File: src/hdl/mouse_pkg.sv
/*
  shared definitions for the mouse subsystem
  bus widths, phase and opcode enums, decoded instruction struct and decoder
*/

package mouse_pkg;

  // bus widths
  localparam int unsigned adr_w = 32;
  localparam int unsigned dat_w = 32;
  localparam int unsigned ben_w = dat_w / 8;

  // execution phase, tagged on every bus transfer
  // GPR access phases share bit 2 with write-back
  typedef enum logic [2:0] {
    ph_if   = 3'b000,
    ph_mld  = 3'b001,
    ph_mst  = 3'b010,
    ph_exe  = 3'b011,
    ph_wb   = 3'b100,
    ph_rs1  = 3'b101,
    ph_rs2  = 3'b110,
    ph_halt = 3'b111
  } phase_t;

  // RV32I major opcodes in the supported subset
  typedef enum logic [6:0] {
    op_lui    = 7'b0110111,
    op_imm    = 7'b0010011,
    op_reg    = 7'b0110011,
    op_load   = 7'b0000011,
    op_store  = 7'b0100011,
    op_branch = 7'b1100011,
    op_jal    = 7'b1101111
  } opcode_t;

  typedef logic [4:0] gpr_idx_t;

  // decoded instruction fields
  typedef struct packed {
    opcode_t          opcode;
    gpr_idx_t         rd;
    logic [2:0]       funct3;
    gpr_idx_t         rs1;
    gpr_idx_t         rs2;
    logic [6:0]       funct7;
    logic [dat_w-1:0] imm;
  } inst_t;

  // field split and sign-extended immediate by format
  function automatic inst_t decode(logic [dat_w-1:0] ins);
    inst_t dec;
    dec.opcode = opcode_t'(ins[6:0]);
    dec.rd     = ins[11:7];
    dec.funct3 = ins[14:12];
    dec.rs1    = ins[19:15];
    dec.rs2    = ins[24:20];
    dec.funct7 = ins[31:25];
    case (dec.opcode)
      // U-type
      op_lui:    dec.imm = {ins[31:12], 12'h000};
      // S-type
      op_store:  dec.imm = {{20{ins[31]}}, ins[31:25], ins[11:7]};
      // B-type, bit 0 always zero
      op_branch: dec.imm = {{19{ins[31]}}, ins[31], ins[7], ins[30:25], ins[11:8], 1'b0};
      // J-type
      op_jal:    dec.imm = {{11{ins[31]}}, ins[31], ins[19:12], ins[20], ins[30:21], 1'b0};
      // I-type for imm and load
      default:   dec.imm = {{20{ins[31]}}, ins[31:20]};
    endcase
    return dec;
  endfunction

endpackage

File: src/hdl/tcb_if.sv
/*
  tightly coupled bus interface
  request, response and phase tag with manager, subordinate and monitor views
*/

interface tcb_if;
  import mouse_pkg::*;

  ////////////////////////////////////////
  // request, from manager
  logic             vld;
  logic             wen;
  logic [adr_w-1:0] adr;
  logic [ben_w-1:0] ben;
  logic [dat_w-1:0] wdt;
  // phase tag of the current transfer
  phase_t           pha;

  ////////////////////////////////////////
  // response, one cycle after the transfer
  logic [dat_w-1:0] rdt;
  logic             err;

  // core side
  modport man (output vld, wen, adr, ben, wdt, pha, input rdt, err);

  // memory side, phase is not decoded there
  modport sub (input vld, wen, adr, ben, wdt, output rdt, err);

  // tracer, observes everything
  modport mon (input vld, wen, adr, ben, wdt, pha, rdt, err);

endinterface

File: src/hdl/tcb_trace.sv
/*
  bus tracer
  delays transfers one cycle, collects them per phase, emits retirement records
*/

module tcb_trace (
  input  logic                        bus,
  input  logic                        reset,
  tcb_if.mon                          tcb,
  output logic                        ret_vld,
  output logic [mouse_pkg::adr_w-1:0] ret_pc,
  output logic [mouse_pkg::dat_w-1:0] ret_ins,
  output logic                        ret_rd_we,
  output mouse_pkg::gpr_idx_t         ret_rd,
  output logic [mouse_pkg::dat_w-1:0] ret_rd_dat,
  output logic                        ret_mem_vld,
  output logic                        ret_mem_wen,
  output logic [mouse_pkg::adr_w-1:0] ret_mem_adr,
  output logic [mouse_pkg::dat_w-1:0] ret_mem_dat
);
  import mouse_pkg::*;

  ////////////////////////////////////////
  // bus delayed by one cycle
  logic             dly_vld;
  logic [adr_w-1:0] dly_adr;
  logic [ben_w-1:0] dly_ben;
  logic [dat_w-1:0] dly_wdt;
  phase_t           dly_pha;

  // per-instruction slots
  logic             started;
  logic [adr_w-1:0] if_adr;
  logic [dat_w-1:0] if_ins;
  logic             wb_we;
  gpr_idx_t         wb_rd;
  logic [dat_w-1:0] wb_dat;
  logic             mem_vld;
  logic             mem_wen;
  logic [adr_w-1:0] mem_adr;
  logic [dat_w-1:0] mem_dat;

  always_ff @(posedge bus) begin
    if (reset) begin
      dly_vld <= 1'b0;
    end else begin
      dly_vld <= tcb.vld;
    end
    dly_adr <= tcb.adr;
    dly_ben <= tcb.ben;
    dly_wdt <= tcb.wdt;
    dly_pha <= tcb.pha;
  end

  ////////////////////////////////////////
  // slot collection, rdt is valid with the delayed request
  always_ff @(posedge bus) begin
    if (reset) begin
      started <= 1'b0;
      ret_vld <= 1'b0;
      wb_we   <= 1'b0;
      mem_vld <= 1'b0;
    end else begin
      ret_vld <= 1'b0;
      if (dly_vld) begin
        case (dly_pha)
          ph_if: begin
            // next fetch retires the previous instruction
            if (started) begin
              ret_vld     <= 1'b1;
              ret_pc      <= if_adr;
              ret_ins     <= if_ins;
              ret_rd_we   <= wb_we;
              ret_rd      <= wb_rd;
              ret_rd_dat  <= wb_dat;
              ret_mem_vld <= mem_vld;
              ret_mem_wen <= mem_wen;
              ret_mem_adr <= mem_adr;
              ret_mem_dat <= mem_dat;
            end
            started <= 1'b1;
            if_adr  <= dly_adr;
            if_ins  <= tcb.rdt;
            wb_we   <= 1'b0;
            mem_vld <= 1'b0;
          end
          ph_wb: begin
            // zero ben marks the suppressed x0 write
            wb_we  <= &dly_ben;
            wb_rd  <= dly_adr[6:2];
            wb_dat <= dly_wdt;
          end
          ph_mld: begin
            mem_vld <= 1'b1;
            mem_wen <= 1'b0;
            mem_adr <= dly_adr;
            mem_dat <= tcb.rdt;
          end
          ph_mst: begin
            mem_vld <= 1'b1;
            mem_wen <= 1'b1;
            mem_adr <= dly_adr;
            mem_dat <= dly_wdt;
          end
          // rs1, rs2 and exe are not logged
          default: ;
        endcase
      end
    end
  end

  // partial write-back enables would make the record ambiguous
  a_wb_ben: assert property (@(posedge bus) disable iff (reset)
    (tcb.vld && tcb.pha == ph_wb) |-> (&tcb.ben || tcb.ben == '0));

endmodule

File: src/flat_wrapper.sv
// flat-port wrapper written by rule: the top's interface ports become plain ports
module tcb_trace_flat import mouse_pkg::*;
  (bus, reset, ret_vld, ret_pc, ret_ins, ret_rd_we, ret_rd, ret_rd_dat, ret_mem_vld, ret_mem_wen, ret_mem_adr, ret_mem_dat, tcb_vld, tcb_wen, tcb_adr, tcb_ben, tcb_wdt, tcb_pha, tcb_rdt, tcb_err);
  tcb_if tcb_i ();
  input  logic bus;
  input  logic reset;
  output logic ret_vld;
  output logic [mouse_pkg::adr_w-1:0] ret_pc;
  output logic [mouse_pkg::dat_w-1:0] ret_ins;
  output logic ret_rd_we;
  output mouse_pkg::gpr_idx_t ret_rd;
  output logic [mouse_pkg::dat_w-1:0] ret_rd_dat;
  output logic ret_mem_vld;
  output logic ret_mem_wen;
  output logic [mouse_pkg::adr_w-1:0] ret_mem_adr;
  output logic [mouse_pkg::dat_w-1:0] ret_mem_dat;
  input wire logic [$bits(tcb_i.vld)-1:0] tcb_vld;
  input wire logic [$bits(tcb_i.wen)-1:0] tcb_wen;
  input wire logic [$bits(tcb_i.adr)-1:0] tcb_adr;
  input wire logic [$bits(tcb_i.ben)-1:0] tcb_ben;
  input wire logic [$bits(tcb_i.wdt)-1:0] tcb_wdt;
  input wire logic [$bits(tcb_i.pha)-1:0] tcb_pha;
  input wire logic [$bits(tcb_i.rdt)-1:0] tcb_rdt;
  input wire logic [$bits(tcb_i.err)-1:0] tcb_err;
  assign tcb_i.vld = tcb_vld;
  assign tcb_i.wen = tcb_wen;
  assign tcb_i.adr = tcb_adr;
  assign tcb_i.ben = tcb_ben;
  assign tcb_i.wdt = tcb_wdt;
  assign tcb_i.pha = tcb_pha;
  assign tcb_i.rdt = tcb_rdt;
  assign tcb_i.err = tcb_err;
  tcb_trace u_core (.bus(bus), .reset(reset), .tcb(tcb_i), .ret_vld(ret_vld), .ret_pc(ret_pc), .ret_ins(ret_ins), .ret_rd_we(ret_rd_we), .ret_rd(ret_rd), .ret_rd_dat(ret_rd_dat), .ret_mem_vld(ret_mem_vld), .ret_mem_wen(ret_mem_wen), .ret_mem_adr(ret_mem_adr), .ret_mem_dat(ret_mem_dat));
endmodule
File: config.mk
export PLATFORM = sky130hd
export DESIGN_NAME = tcb_trace_flat
export DESIGN_NICKNAME = d
export VERILOG_FILES = /design/src/hdl/mouse_pkg.sv /design/src/hdl/tcb_if.sv /design/src/hdl/tcb_trace.sv /design/src/flat_wrapper.sv
export SDC_FILE = /design/constraint.sdc
export NUM_CORES = 1
export LEC_CHECK = 0
export BUFFER_PORTS_ARGS = -buffer_cell sky130_fd_sc_hd__buf_4
export CAP_MARGIN = 30
export CORE_MARGIN = 2
export CORE_UTILIZATION = 52
export DETAILED_ROUTE_END_ITERATION = 8
export GPL_TIMING_DRIVEN = 0
export PLACE_DENSITY_LB_ADDON = 0.1
export SLEW_MARGIN = 40
export SYNTH_ARGS = -nofsm -noshare
export SYNTH_HDL_FRONTEND = slang
export SYNTH_SLANG_ARGS = --single-unit
File: constraint.sdc
create_clock -name bus -period 12.95 [get_ports bus]
set_input_delay 0.6475 -clock bus [delete_from_list [all_inputs] [get_ports bus]]
set_output_delay 0.6475 -clock bus [all_outputs]
set_load 0.01 [all_outputs]
Word-level counts from Yosys, hierarchy flattened. Index checks and enable logic that the tools add are counted.

Equal/unequal tests: 3. Mux-type cells: 5. Bitwise logic cells: 3. Reductions and logical operators: 15.

Operator list (number): $pmux W32 S2 (1); $reduce_and A3 Y1 (4); $reduce_and A4 Y1 (2); $pmux W1 S2 (3); $reduce_and A2 Y1 (3); $reduce_bool A2 Y1 (3); $eq A3 B1 Y1 const B (1); $eq A3 B2 Y1 const B (1); $eq A3 B3 Y1 const B (1); $logic_not A3 Y1 (1); $not A1 Y1 (3); $reduce_or A3 Y1 (1); $reduce_or A2 Y1 (1); $mux W1 (1).

Register bits: 410. Bits of input ports: 108. Output and inout bits: 169. Logic and storage cells: 51.

Longest topological paths before layout.
Word-level depth: 4. Mapped depth: 3. Gate-level depth less buffers: 3.

Worst setup path before layout. No wires, ideal clock.

Kind: input-to-reg. From: in reset. To: reg u_core.ret_ins[0] (netlist bit), enable pin. Setup time: 548 ps. Arrival time: 11170 ps. Required time: 12402 ps. Setup slack: 1232 ps. Stages on the path: 2. Buffers on the path: 0. Cell sequence: nor4_1 > and2_1.

Word-level cells in the longest chain between the ends: 2.

Ends and longest elaborated chain: start: declaration (RTL line flat_wrapper.sv:6) `input logic reset;`; $not A1 Y1 (no source line); $reduce_and A4 Y1 (no source line); end signal: assignment (RTL line tcb_trace.sv:72) `ret_ins <= if_ins;`; end: declaration (RTL line tcb_trace.sv:12) `output logic [mouse_pkg::dat_w-1:0] ret_ins,`.

Every way passes these cells. A chain may end at the register's enable or synchronous reset.

Worst setup path after layout.
From: reg u_core.dly_pha[2]. To: reg u_core.ret_rd_dat[5] (netlist bit), enable pin.

Word-level cells in the longest chain between the ends: 2.

Ends and longest elaborated chain: start: declaration (RTL line tcb_trace.sv:29) `phase_t dly_pha;`; start signal: assignment (RTL line tcb_trace.sv:52) `dly_pha <= tcb.pha;`; $logic_not A3 Y1 (RTL line tcb_trace.sv:66) `case (dly_pha)`; $reduce_and A4 Y1 (no source line); end signal: assignment (RTL line tcb_trace.sv:75) `ret_rd_dat <= wb_dat;`; end: declaration (RTL line tcb_trace.sv:15) `output logic [mouse_pkg::dat_w-1:0] ret_rd_dat,`.

Every way passes these cells.

==> results.ini <==
[status]
status=completed

[power_and_ir_drop]
peakVddDrop_v=0.0001662
pwr_density_cell_nw_per_um2=163.6
p_leak_nw=6.016

[critical_path]
start_kind=flip-flop
crit_required_ns=13.14
arrival_ns=2.78
end_kind=flip-flop
critPathMaxFanout=45
path_class=flip-flop to flip-flop

[timing]
finalMaxSlewViolations=0
rsz0062_at_grt=false
worst_pin_slew_ns=0.5929
post-route-min-period_ns=2.584
setup_ws_ns=10.37
period_share_pct=19.95
max_freq_mhz=387.1
tns_ns=0
setup_viol=0
hold_viol_final=0
slew_headroom_pct=60.26
skew_ns=0.008894

[layout]
fin_nets=931
nFillCells=1399
mostFrequentLayoutCells=334 x edfxtp_1, 291 x buf_4, 76 x dfxtp_1
drive_above_1_share_pct=48.71
antenna_cells=0
syn2layout_area_growth_pct=33.63
final_common_cell=edfxtp_1

[detailed_routing]
routedWlPerCell_um=18.99
dr.pass1.iters=4
wl_mm=21.64
post_drt_via_cell_ratio=4.784
drc=0
drt_iter0_drc=268
vias=5449
ant_nets=0

[cts]
cts_max_level=2
cts_made_buffers=40
worstSkewPairLatency_ns=0.52
cts_resized=0
cts_hold_buf=0
path_clk_slew_ns=0.06
cts_tree=built
cts_sinks=410
post_cts_buffers=0
cts_root_buffer=clkbuf_16
cts_buffer_depth=3

[floorplanning]
fp.dieH_um=156.4
rows=55
die_w_um=156.4
dieArea_um2=24470
io_pins=277
core_um2=22710
initial_core_util_pct=53.21

[logic_synthesis]
synthAdderAreaFrac_pct=0
syn_inst=467
synth_top_family_by_area=multiplexers
yosysWarnings=0
avgSynthCellArea_um2=25.88
synth_nets=575
muxShareOfSynthArea_pct=2.982
ys_ff_latch=410
synth_top_area_share_pct=83.00
synth_area_leaders=edfxtp_1 83%, dfxtp_1 13%, mux2_2 2.9%, buf_4 0.19%, nor3b_4 0.16%
yosysUniqueCellTypes=21
synth_compound_gate_area_share_pct=0.2174
synth_area_um2=12080
synth_xor_area_share_pct=0.07248
yosysSeqAreaShare_pct=95.59
synth_largest_area_cell=edfxtp_1
synth-simple-area-share_pct=0.9526

[grt]
grt_pass1_wl_mm=31.64
grt_usage_pct=17.50
grt_max_degree=46
grt_overflow=0
grt_pass1_vias=5671
antenna_found_initial=0

[placed_design]
dp_hpwl_mm=15.09
gp_congestion=0.7439
port_buffers=274
pre_cts_slack_ns=10.04

[hold_path]
hold_class=input port to flip-flop

[job]
maxCapViolCount=0

[cells in the mapped netlist]
library cell and number:
dfxtp_1 76, nand2b_1 1, or3b_4 1, or3_4 1, mux2_1 1, nor2_1 2, nor2b_1 2, nor3b_4 1
edfxtp_1 334, nor3b_1 1, nor3_1 1, mux2_2 31, a21oi_2 1, a21oi_1 2, buf_4 3, and2_1 2
nand2_1 3, xnor2_1 1, nand3_1 1, a211oi_1 1, nor4_1 1
[cells by family after synthesis]
kind of cell	after synthesis
muxes	32
xor gates and xnor gates	1
buffers and inverters	3
AOI/OAI and AO/OA	4
and+or+nand+nor	17
DFF	410
[worst paths after layout]
kind         slack, ns  depth (start not counted)                     to              start
min               0.23                          1      u_core.dly_wdt[3]         tcb_wdt[3]
max reg2reg      10.37                          6   u_core.ret_rd_dat[5]  u_core.dly_pha[2]
max              10.37                          6   u_core.ret_rd_dat[5]  u_core.dly_pha[2]
min reg2reg       0.41                          0  u_core.ret_mem_dat[2]  u_core.mem_dat[2]
[through the flow]
step	utilization [%]	hold slack, ns	instances	area [um2]	power, mW
2_1_floorplan	-	0.4003	467	12080	1.480
3_3_place_gp	63.84	0.4003	1026	14500	1.509
3_5_place_dp	65.22	0.4045	1066	14810	1.513
6_report	71.11	0.2314	1139	16150	2.642
4_1_cts	71.11	0.2097	1139	16150	2.667
5_1_grt	71.11	0.2058	1139	16150	2.722
[report_power, final]
| group | switching [mW] | internal [mW] | total [mW] | leakage [nW] |
|---|---|---|---|---|
| registers | 0.00757 | 1.43 | 1.44 | 3.65 |
| logic | 0.0148 | 0.0291 | 0.0439 | 1.72 |
| clock network | 0.454 | 0.703 | 1.16 | 0.646 |
| total | 0.477 | 2.17 | 2.64 | 6.02 |
[worst max-delay path, stage by stage (launching register included)]
cell and delay [ns]:
dfxtp_1 0.38, nand2b_1 0.21, nor4_2 0.41, buf_2 0.26
and2_4 0.42, buf_12 0.27, buf_12 0.27
[metal layers]
layer	wire length (um)	vias up	global-route usage, %
met5	0	-	0
li1	-	2542	-
met4	735	0	6.684
met3	1885	60	6.425
met2	11080	217	30.44
met1	7929	2630	19.79
[flip-flops by register name (all words and copies together), names as in the netlist, 32 cells and up]
name / cells
u_core.dly_adr: 32
u_core.dly_wdt: 32
u_core.if_adr: 32
u_core.if_ins: 32
u_core.mem_adr: 32
u_core.mem_dat: 32
u_core.ret_ins: 32
u_core.ret_mem_adr: 32
u_core.ret_mem_dat: 32
u_core.ret_pc: 32
u_core.ret_rd_dat: 32
u_core.wb_dat: 32
[cell type report]
cell class,instances,area [um2],area share (%)
flip-flops and latches,410,11550,71.53
well taps,285,356.6,2.208
repair buffers,314,2352,14.57
clock inverters,16,220.2,1.364
multi-input cells,54,529.3,3.278
plain buffers,3,22.52,0.1395
clock buffers,57,1116,6.912
(Power assumes the default switching activity.)
