**config.mk**
```make
export PLATFORM = sky130hd
export DESIGN_NAME = mouse_core_flat
export DESIGN_NICKNAME = d
export VERILOG_FILES = /design/src/hdl/mouse_pkg.sv /design/src/hdl/tcb_if.sv /design/src/hdl/mouse_core.sv /design/src/flat_wrapper.sv
export SDC_FILE = /design/constraint.sdc
export NUM_CORES = 1
export LEC_CHECK = 0
export BUFFER_PORTS_ARGS = -buffer_cell sky130_fd_sc_hd__buf_2
export CELL_PAD_IN_SITES_DETAIL_PLACEMENT = 0
export CELL_PAD_IN_SITES_GLOBAL_PLACEMENT = 1
export CORE_MARGIN = 4
export CORE_UTILIZATION = 40
export CTS_BUF_LIST = sky130_fd_sc_hd__clkbuf_16
export DETAILED_ROUTE_END_ITERATION = 10
export GPL_TIMING_DRIVEN = 0
export PLACE_DENSITY = 0.67
export RECOVER_POWER = 50
export SKIP_LAST_GASP = 1
export SLEW_MARGIN = 20
export SYNTH_ARGS = -nofsm -noshare
export SYNTH_HDL_FRONTEND = slang
export SYNTH_SLANG_ARGS = --single-unit
```
**constraint.sdc**
```tcl
create_clock -name bus -period 10.5 [get_ports bus]
set_input_delay 2.1 -clock bus [delete_from_list [all_inputs] [get_ports bus]]
set_output_delay 2.1 -clock bus [all_outputs]
set_load 0.02 [all_outputs]
```
**src/hdl/mouse_pkg.sv**
```systemverilog
/*
  shared definitions for the mouse subsystem
  bus widths, phase and opcode enums, decoded instruction struct and decoder
*/

package mouse_pkg;

  // bus widths
  localparam int unsigned adr_w = 32;
  localparam int unsigned dat_w = 32;
  localparam int unsigned ben_w = dat_w / 8;

  // execution phase, tagged on every bus transfer
  // GPR access phases share bit 2 with write-back
  typedef enum logic [2:0] {
    ph_if   = 3'b000,
    ph_mld  = 3'b001,
    ph_mst  = 3'b010,
    ph_exe  = 3'b011,
    ph_wb   = 3'b100,
    ph_rs1  = 3'b101,
    ph_rs2  = 3'b110,
    ph_halt = 3'b111
  } phase_t;

  // RV32I major opcodes in the supported subset
  typedef enum logic [6:0] {
    op_lui    = 7'b0110111,
    op_imm    = 7'b0010011,
    op_reg    = 7'b0110011,
    op_load   = 7'b0000011,
    op_store  = 7'b0100011,
    op_branch = 7'b1100011,
    op_jal    = 7'b1101111
  } opcode_t;

  typedef logic [4:0] gpr_idx_t;

  // decoded instruction fields
  typedef struct packed {
    opcode_t          opcode;
    gpr_idx_t         rd;
    logic [2:0]       funct3;
    gpr_idx_t         rs1;
    gpr_idx_t         rs2;
    logic [6:0]       funct7;
    logic [dat_w-1:0] imm;
  } inst_t;

  // field split and sign-extended immediate by format
  function automatic inst_t decode(logic [dat_w-1:0] ins);
    inst_t dec;
    dec.opcode = opcode_t'(ins[6:0]);
    dec.rd     = ins[11:7];
    dec.funct3 = ins[14:12];
    dec.rs1    = ins[19:15];
    dec.rs2    = ins[24:20];
    dec.funct7 = ins[31:25];
    case (dec.opcode)
      // U-type
      op_lui:    dec.imm = {ins[31:12], 12'h000};
      // S-type
      op_store:  dec.imm = {{20{ins[31]}}, ins[31:25], ins[11:7]};
      // B-type, bit 0 always zero
      op_branch: dec.imm = {{19{ins[31]}}, ins[31], ins[7], ins[30:25], ins[11:8], 1'b0};
      // J-type
      op_jal:    dec.imm = {{11{ins[31]}}, ins[31], ins[19:12], ins[20], ins[30:21], 1'b0};
      // I-type for imm and load
      default:   dec.imm = {{20{ins[31]}}, ins[31:20]};
    endcase
    return dec;
  endfunction

endpackage

```
**src/hdl/tcb_if.sv**
```systemverilog
/*
  tightly coupled bus interface
  request, response and phase tag with manager, subordinate and monitor views
*/

interface tcb_if;
  import mouse_pkg::*;

  ////////////////////////////////////////
  // request, from manager
  logic             vld;
  logic             wen;
  logic [adr_w-1:0] adr;
  logic [ben_w-1:0] ben;
  logic [dat_w-1:0] wdt;
  // phase tag of the current transfer
  phase_t           pha;

  ////////////////////////////////////////
  // response, one cycle after the transfer
  logic [dat_w-1:0] rdt;
  logic             err;

  // core side
  modport man (output vld, wen, adr, ben, wdt, pha, input rdt, err);

  // memory side, phase is not decoded there
  modport sub (input vld, wen, adr, ben, wdt, output rdt, err);

  // tracer, observes everything
  modport mon (input vld, wen, adr, ben, wdt, pha, rdt, err);

endinterface

```
**src/hdl/mouse_core.sv**
```systemverilog
/*
  phase-sequenced RV32I subset core
  GPRs live in a RAM window, every step of an instruction is one bus transfer
*/

module mouse_core #(
  parameter logic [mouse_pkg::adr_w-1:0] GPR_BASE = 32'h0000_0f80,
  parameter logic [mouse_pkg::adr_w-1:0] RESET_PC = 32'h0000_0000
) (
  input  logic bus,
  input  logic reset,
  tcb_if.man   tcb
);
  import mouse_pkg::*;

  ////////////////////////////////////////
  // local signals

  // control state
  phase_t pha;
  phase_t nxt_pha;
  logic   boot;
  logic   vld;
  logic   rsp;
  logic   stp;

  // program counter
  logic [adr_w-1:0] pc;
  logic [adr_w-1:0] nxt_pc;
  logic             taken;

  // instruction and operands
  logic [dat_w-1:0] ins;
  logic [dat_w-1:0] cur_ins;
  inst_t            dec;
  logic [dat_w-1:0] rs1_dat;
  logic [dat_w-1:0] rs2_dat;
  logic [dat_w-1:0] op_a;
  logic [dat_w-1:0] op_b;
  logic [dat_w-1:0] wb_dat;

  // next request
  logic [adr_w-1:0] req_adr;
  logic             req_wen;
  logic [ben_w-1:0] req_ben;
  logic [dat_w-1:0] req_wdt;

  // byte address of a GPR word in the window
  function automatic logic [adr_w-1:0] gpr_adr(gpr_idx_t idx);
    return GPR_BASE + adr_w'({idx, 2'b00});
  endfunction

  // add/sub and logic ops, selected by funct3
  function automatic logic [dat_w-1:0] alu(
    logic [2:0]       f3,
    logic             sub,
    logic [dat_w-1:0] a,
    logic [dat_w-1:0] b
  );
    case (f3)
      3'b000:  return sub ? a - b : a + b;
      3'b100:  return a ^ b;
      3'b110:  return a | b;
      3'b111:  return a & b;
      default: return '0;
    endcase
  endfunction

  ////////////////////////////////////////
  // decode and datapath

  // on a fetch response decode straight from the bus
  assign cur_ins = (rsp && pha == ph_if) ? tcb.rdt : ins;
  assign dec     = decode(cur_ins);

  // operands bypass the response of the phase that reads them
  assign op_a = (rsp && pha == ph_rs1) ? tcb.rdt : rs1_dat;
  assign op_b = (rsp && pha == ph_rs2) ? tcb.rdt : rs2_dat;

  // step when a response arrives, in exe, or right after reset
  assign stp = boot || rsp || (pha == ph_exe);

  // branch condition, funct3 bit 0 flips BEQ into BNE
  assign taken = (dec.opcode == op_jal) ||
                 (dec.opcode == op_branch && ((rs1_dat == rs2_dat) ^ dec.funct3[0]));

  always_comb begin
    if (nxt_pha == ph_if && !boot) begin
      nxt_pc = taken ? pc + dec.imm : pc + adr_w'(4);
    end else begin
      nxt_pc = pc;
    end
  end

  // write-back value by opcode
  always_comb begin
    case (dec.opcode)
      op_lui:  wb_dat = dec.imm;
      op_imm:  wb_dat = alu(dec.funct3, 1'b0, op_a, dec.imm);
      op_reg:  wb_dat = alu(dec.funct3, dec.funct7[5], op_a, op_b);
      op_load: wb_dat = tcb.rdt;
      // link address
      op_jal:  wb_dat = pc + 32'd4;
      default: wb_dat = '0;
    endcase
  end

  ////////////////////////////////////////
  // phase sequencing

  always_comb begin
    nxt_pha = pha;
    if (boot) begin
      nxt_pha = ph_if;
    end else if (rsp && tcb.err) begin
      // bus error stops the core for good
      nxt_pha = ph_halt;
    end else if (rsp) begin
      case (pha)
        ph_if: begin
          case (dec.opcode)
            op_lui, op_jal:                                nxt_pha = ph_wb;
            op_imm, op_load, op_reg, op_store, op_branch:  nxt_pha = ph_rs1;
            // unsupported opcode
            default:                                       nxt_pha = ph_halt;
          endcase
        end
        ph_rs1: begin
          case (dec.opcode)
            op_imm:  nxt_pha = ph_wb;
            op_load: nxt_pha = ph_mld;
            default: nxt_pha = ph_rs2;
          endcase
        end
        ph_rs2: begin
          case (dec.opcode)
            op_reg:   nxt_pha = ph_wb;
            op_store: nxt_pha = ph_mst;
            default:  nxt_pha = ph_exe;
          endcase
        end
        ph_mld:  nxt_pha = ph_wb;
        // store and write-back end the instruction
        default: nxt_pha = ph_if;
      endcase
    end else if (pha == ph_exe) begin
      nxt_pha = ph_if;
    end
  end

  // request for the phase about to start
  always_comb begin
    req_wen = (nxt_pha == ph_mst) || (nxt_pha == ph_wb);
    // x0 write-back goes out with no byte enabled
    req_ben = (nxt_pha == ph_wb && dec.rd == '0) ? '0 : '1;
    req_wdt = '0;
    case (nxt_pha)
      ph_rs1:         req_adr = gpr_adr(dec.rs1);
      ph_rs2:         req_adr = gpr_adr(dec.rs2);
      ph_mld, ph_mst: req_adr = op_a + dec.imm;
      ph_wb:          req_adr = gpr_adr(dec.rd);
      default:        req_adr = nxt_pc;
    endcase
    if (nxt_pha == ph_mst) begin
      req_wdt = op_b;
    end else if (nxt_pha == ph_wb) begin
      req_wdt = wb_dat;
    end
  end

  always_ff @(posedge bus) begin
    if (reset) begin
      boot <= 1'b1;
      pha  <= ph_if;
      vld  <= 1'b0;
      rsp  <= 1'b0;
      pc   <= RESET_PC;
    end else begin
      boot <= 1'b0;
      rsp  <= vld;
      vld  <= 1'b0;
      if (stp) begin
        pha <= nxt_pha;
        pc  <= nxt_pc;
        // exe and halt issue no transfer
        vld <= (nxt_pha != ph_exe) && (nxt_pha != ph_halt);
      end
    end
  end

  // request payload and captured responses
  always_ff @(posedge bus) begin
    if (stp) begin
      tcb.adr <= req_adr;
      tcb.wen <= req_wen;
      tcb.ben <= req_ben;
      tcb.wdt <= req_wdt;
    end
    if (rsp) begin
      case (pha)
        ph_if:   ins     <= tcb.rdt;
        ph_rs1:  rs1_dat <= tcb.rdt;
        ph_rs2:  rs2_dat <= tcb.rdt;
        default: ;
      endcase
    end
  end

  assign tcb.vld = vld;
  assign tcb.pha = pha;

  ////////////////////////////////////////
  // checks

  // every transfer is followed by its response cycle
  a_vld_gap: assert property (@(posedge bus) disable iff (reset)
    tcb.vld |=> !tcb.vld);

  // memory must never see a real write to x0
  a_x0_wb: assert property (@(posedge bus) disable iff (reset)
    (tcb.vld && tcb.pha == ph_wb && tcb.adr == GPR_BASE) |-> (tcb.ben == '0));

endmodule

```
**src/flat_wrapper.sv**
```systemverilog
// flat-port wrapper written by rule: the top's interface ports become plain ports
module mouse_core_flat import mouse_pkg::*;
#(
  parameter logic [mouse_pkg::adr_w-1:0] GPR_BASE = 32'h0000_0f80,
  parameter logic [mouse_pkg::adr_w-1:0] RESET_PC = 32'h0000_0000
)
  (bus, reset, tcb_vld, tcb_wen, tcb_adr, tcb_ben, tcb_wdt, tcb_pha, tcb_rdt, tcb_err);
  tcb_if tcb_i ();
  input  logic bus;
  input  logic reset;
  output wire logic [$bits(tcb_i.vld)-1:0] tcb_vld;
  output wire logic [$bits(tcb_i.wen)-1:0] tcb_wen;
  output wire logic [$bits(tcb_i.adr)-1:0] tcb_adr;
  output wire logic [$bits(tcb_i.ben)-1:0] tcb_ben;
  output wire logic [$bits(tcb_i.wdt)-1:0] tcb_wdt;
  output wire logic [$bits(tcb_i.pha)-1:0] tcb_pha;
  input wire logic [$bits(tcb_i.rdt)-1:0] tcb_rdt;
  input wire logic [$bits(tcb_i.err)-1:0] tcb_err;
  assign tcb_vld = tcb_i.vld;
  assign tcb_wen = tcb_i.wen;
  assign tcb_adr = tcb_i.adr;
  assign tcb_ben = tcb_i.ben;
  assign tcb_wdt = tcb_i.wdt;
  assign tcb_pha = tcb_i.pha;
  assign tcb_i.rdt = tcb_rdt;
  assign tcb_i.err = tcb_err;
  mouse_core #(.GPR_BASE(GPR_BASE), .RESET_PC(RESET_PC)) u_core (.bus(bus), .reset(reset), .tcb(tcb_i));
endmodule
```
# After elaboration in Yosys (flattened, before gate mapping)
# Index checks and enable logic that the tools add are counted.
[word_totals] regBits=203 in_bits=35 output_inout_bits=73 elab_cells=97
[op_classes] addsub=8 eq_ne=22 n_mux=23 bitwise_logic=8 n_reduce_logical=24
[op_table] operator="case mux 32 bit (4 select lines)" count=3
[op_table] operator="two-way mux 32 bit" count=8
[op_table] operator="case mux 32 bit (5 select lines)" count=1
[op_table] operator="case mux 31 bit (4 select lines)" count=1
[op_table] operator="adder 32 bit" count=3
[op_table] operator="AND 32 bit" count=2
[op_table] operator="OR 32 bit" count=2
[op_table] operator="XOR 32 bit" count=2
[op_table] operator="adder 12 x 7 -> 13 bit (first input constant)" count=3
[op_table] operator="adder 32 x 3 -> 32 bit (second input constant)" count=1
[op_table] operator="equality test 32 bit" count=1
[op_table] operator="subtractor 32 bit" count=1
[op_table] operator="equality test 3 bit (second input constant)" count=8
[op_table] operator="equality test 7 x 6 -> 1 bit (second input constant)" count=3
[op_table] operator="equality test 7 bit (second input constant)" count=2
[op_table] operator="two-way mux 3 bit" count=4
[op_table] operator="case mux 3 bit (2 select lines)" count=2
[op_table] operator="case mux 3 bit (4 select lines)" count=1
[op_table] operator="zero test 3 bit" count=3
[op_table] operator="logical AND 1 bit" count=8
[op_table] operator="equality test 7 x 2 -> 1 bit (second input constant)" count=1
[op_table] operator="equality test 7 x 5 -> 1 bit (second input constant)" count=1
[op_table] operator="equality test 3 x 1 -> 1 bit (second input constant)" count=2
[op_table] operator="equality test 3 x 2 -> 1 bit (second input constant)" count=2
[op_table] operator="13 further kinds" count=20

# Logic depth before layout (Yosys ltp)
[depth] depth_word=14 ltp_mapped=24 depth_no_buf=21

# Least setup slack after synthesis
# Ideal clock, no wire load.
[synth_path] path_kind="input to register" start="in tcb_rdt[4]" end="reg u_core.tcb.adr[29] (data pin)" setup_ns=0.271 arrival_ns=6.471 required_ns=10.229 slack_ns=3.758 path_stages=18 path_buffers=3 cell_sequence="clkbuf_1 or3b_2 or3_1 nand2_1 clkbuf_1 clkbuf_1 nor2_1 ha_1 and4_1 a21oi_1 nand2_1 o311ai_0 a211oi_1 o21ai_0 or4b_2 and4_1 o22ai_1 o22ai_1"
[synth_between] elab_chain_len=12 word_cells_on_any_way=34 cone_classes="2 x add/sub; 12 x eq/ne; 13 x mux; 7 x reduce/logical"
[synth_rtl] item="start, declared" line="flat_wrapper.sv:17" text="input wire logic [$bits(tcb_i.rdt)-1:0] tcb_rdt;"
[synth_rtl] item="branches (longest 11 deep; another with adder 32 bit)"
[synth_rtl] item="case mux 32 bit (4 select lines) (*)" line="mouse_core.sv:157" text="case (nxt_pha)"
[synth_rtl] item="named net u_core.req_adr[29]" line="mouse_core.sv:43" text="logic [adr_w-1:0] req_adr;"
[synth_rtl] item="end signal, assigned" line="mouse_core.sv:194" text="tcb.adr <= req_adr;"
[synth_rtl] item="end, declared" line="tcb_if.sv:25" text="modport man (output vld, wen, adr, ben, wdt, pha, input rdt, err);"
# Mark *: on every way through the listed nets, which the timed path passes.
# A chain may end at the register's enable or synchronous reset.

# Final worst setup path
[layout_path] start="in tcb_rdt[12]" end="reg u_core.tcb.adr[29] (data pin)"
[layout_between] elab_chain_len=7 word_cells_on_any_way=11 cone_classes="2 x add/sub; 6 x mux; 1 x bitwise; 2 x reduce/logical"
[layout_rtl] item="branches (longest 6 deep; another with adder 32 bit)"
[layout_rtl] item="case mux 32 bit (4 select lines) (*)" line="mouse_core.sv:157"
[layout_rtl] item="named net u_core.req_adr[29]" line="mouse_core.sv:43"
# Marks and branches as above.

==> flow_metrics.env <==
export IMPL_vias_per_cell=6.367
export IMPL_synth_warnings=0
export IMPL_post_synth_num_cell_types=90
export IMPL_finalCritPeriodShare_pct=85.32
export IMPL_min_to="u_core.rsp"
export IMPL_post_cts_resized=0
export IMPL_r2r_slack_ns=1.80
export IMPL_drt_total_wl_mm=96.24
export IMPL_hold_path_class="flop to flop"
export IMPL_pin_count=108
export IMPL_final_hold_violation_count=0
export IMPL_fin_nets=2750
export IMPL_setup_viol=0
export IMPL_drive_above_1_share_pct=5.172
export IMPL_ant_nets=0
export IMPL_cts_reportedPaths_clkPinSlew_ns=0.09
export IMPL_syn2layout_area_growth_pct=9.672
export IMPL_rows=81
export IMPL_synth_nets=2620
export IMPL_slew_violations=63
export IMPL_cp_slowest_stage_delay_ns=0.87
export IMPL_critPathKind="input port to flop"
export IMPL_synth_top_area_share_pct=24.45
export IMPL_p_per_area_mw_per_mm2=103.0
export IMPL_dr_pass1_iters=9
export IMPL_hold_buffers=0
export IMPL_netlist_area_mm2=0.01990
export IMPL_start_kind="input port"
export IMPL_numPlacedInstances=3165
export IMPL_design_die_area_mm2=0.05337
export IMPL_fmax_mhz=111.6
export IMPL_die_y_um=231.0
export IMPL_fin_crit_ns=8.959
export IMPL_seq_area_frac_synth_pct=28.27
export IMPL_grt_pass1_vias=18710
export IMPL_layoutNonFillerInstCount=3197
export IMPL_clock_sinks=200
export IMPL_synth_area_per_cell_um2=8.324
export IMPL_grt_max_degree=44
export IMPL_yosys_area_top_type="edfxtp_1"
export IMPL_start_util_pct=40.56
export IMPL_crit_arrival_ns=9.18
export IMPL_ys_async_sr_fraction_pct=0
export IMPL_whs_path_depth=1
export IMPL_required_ns=10.72
export IMPL_violations="capacitance limit, slew limit"
export IMPL_cpMostUsedCell="clkbuf_1"
export IMPL_yosys_register_bits=200
export IMPL_cp_buffers_inverters=4
export IMPL_tns_ns=0
export IMPL_synthTopCellsByCount="nand2_1, ha_1, a21oi_1"
export IMPL_status="complete, but fails checks"
export IMPL_worstPathMaxFanout=10
export IMPL_cts_inserted_buffers=17
export IMPL_antenna_found_initial=0
export IMPL_vias=20360
export IMPL_cts_setup_buffers=0
export IMPL_fillCellCount=5034
export IMPL_hp_start="u_core.tcb.vld"
export IMPL_wl_per_cell_um=30.10
export IMPL_r2r_cells=20
export IMPL_syn_inst=2390
export IMPL_first_iter_violations=2811
export IMPL_hpwl_mm=77.22
export IMPL_synthFlopType="edfxtp_1"
export IMPL_routabilityCongestion=0.9803
export IMPL_path_delay_family="buffers and inverters"
export IMPL_critPathCaptureType="flop"
export IMPL_ir_drop_uv=119.5
export IMPL_maxCapViolCount=2
export IMPL_reg2reg_to="u_core.tcb.wdt[26]"
export IMPL_cts_root_buf="clkbuf_16"
export IMPL_crit_chain="clkbuf_1 > mux2i_1 > clkbuf_1 > clkbuf_1 > clkbuf_1 > a21oi_1 > ha_1 > a21oi_1 > nand2b_1 > o311ai_0 > a211oi_1 > o21ai_0 > or4b_2 > and4_1 > o22ai_1 > o22ai_1"
export IMPL_placeableCoreArea_mm2=0.04905
export IMPL_synth_edf_count=162
export IMPL_h_tree_depth=4
export IMPL_leakage_nw=8.745
export IMPL_crit_reg2reg_launch="u_core.tcb.pha[1]"
export IMPL_synth_area_leaders="edfxtp_1, ha_1, mux2i_1"
export IMPL_slew_headroom_pct=-48.25
export IMPL_cts_buffer_depth=2
export IMPL_skew_ns=0.01975
export IMPL_clk_insertion_delay_late_ns=0.51
export IMPL_yosysMostFrequentCell="nand2_1"
export IMPL_slowest_stage="mux2i_1"
export IMPL_portBuffers=107
export IMPL_cts_tree="built"
export IMPL_worst_pin_slew_ns=2.224
export IMPL_rsz0062_at_grt="no"
export IMPL_grt_ovfl_total=0
export IMPL_grt_pass1_wl_mm=134.5
export IMPL_diodes=0
export IMPL_grt_total_usage_pct=34.96
export IMPL_die_x_um=231.0
export IMPL_drc_errors=0
metrics by stage:
| step | hold slack (ns) | total power [W] | utilization [%] | cell area, um2 | setup WS [ns] |
|---|---|---|---|---|---|
| CTS | 0.4974 | 0.002239 | 44.77 | 21960 | 1.830 |
| detailed placement | 0.4723 | 0.001533 | 43.54 | 21360 | 1.276 |
| global route | 0.5268 | 0.002325 | 44.48 | 21820 | 1.316 |
| finish | 0.4921 | 0.002248 | 44.48 | 21820 | 1.541 |
| floorplan | 0.5030 | 0.001305 | - | 19900 | 3.758 |
| global placement | 0.4554 | 0.001530 | 43.35 | 21260 | 1.268 |
sequential cells by signal, indices dropped and copies added (netlist names):
name,count
u_core.tcb.wen,1
u_core.tcb.wdt,32
u_core.rs2_dat,32
u_core.tcb.vld,1
u_core.pc,32
u_core.boot,1
u_core.tcb.pha,3
u_core.ins,32
u_core.rsp,1
u_core.rs1_dat,32
u_core.tcb.adr,32
u_core.tcb.ben,1
area by class of cell:
type                       instances  area (um2)  area share (%)
clock buffer                      20       500.5           2.294
tap                              664       830.8           3.808
inverter                         138       519.2           2.380
clock inverter                    12       102.6          0.4702
sequential                       200        5625           25.78
multi-input combinational       1911       13170           60.35
timing repair buffer             111       491.7           2.254
buffer                           141       581.8           2.666
power by group:
group / leakage (nW) / internal [W] / switching [W]
combinational: 6.58 / 0.000182 / 0.000438
sequential: 1.86 / 0.000896 / 0.0000191
clock: 0.297 / 0.000352 / 0.000361
worst max path at each step:
stage	from	cells after the start	slack, ns	endpoint
6_report	tcb_rdt[12]	16	1.54	u_core.tcb.adr[29]
5_1_grt	tcb_rdt[12]	16	1.32	u_core.tcb.adr[29]
4_1_cts	tcb_rdt[12]	16	1.83	u_core.tcb.adr[29]
3_5_place_dp	tcb_rdt[12]	16	1.28	u_core.tcb.adr[29]
3_3_place_gp	tcb_rdt[12]	16	1.27	u_core.tcb.adr[29]
2_1_floorplan	tcb_rdt[4]	18	3.76	u_core.tcb.adr[29]
routing by layer:
metal	routed length, um	up-vias	global-route usage, %
met1	42800	9933	49.64
met2	39920	1150	51.01
met5	0	-	0
met3	9409	153	8.653
li1	-	9119	-
met4	4102	0	13.72
cell usage in the layout, fill, tap and decap left out, types with 52 or more instances in the layout:
| cell type | n |
|---|---|
| nand2_1 | 223 |
| ha_1 | 192 |
| clkbuf_1 | 189 |
| a21oi_1 | 181 |
| o21ai_0 | 179 |
| nor2_1 | 171 |
| edfxtp_1 | 162 |
| inv_1 | 134 |
| xnor2_1 | 95 |
| mux2i_1 | 93 |
| xor2_1 | 73 |
| o22ai_1 | 67 |
| a22oi_1 | 52 |
cell families after synthesis:
family / Yosys count / share of synthesized area (%)
and+or+nand+nor: 669 / 15.97
adders and majority gates: 195 / 12.38
xor gates and xnor gates: 168 / 7.396
buffers and inverters: 279 / 5.547
DFF: 200 / 28.27
AOI/OAI and AO/OA: 781 / 25.39
muxes: 98 / 5.044
Power figures use the tool's default switching activity.
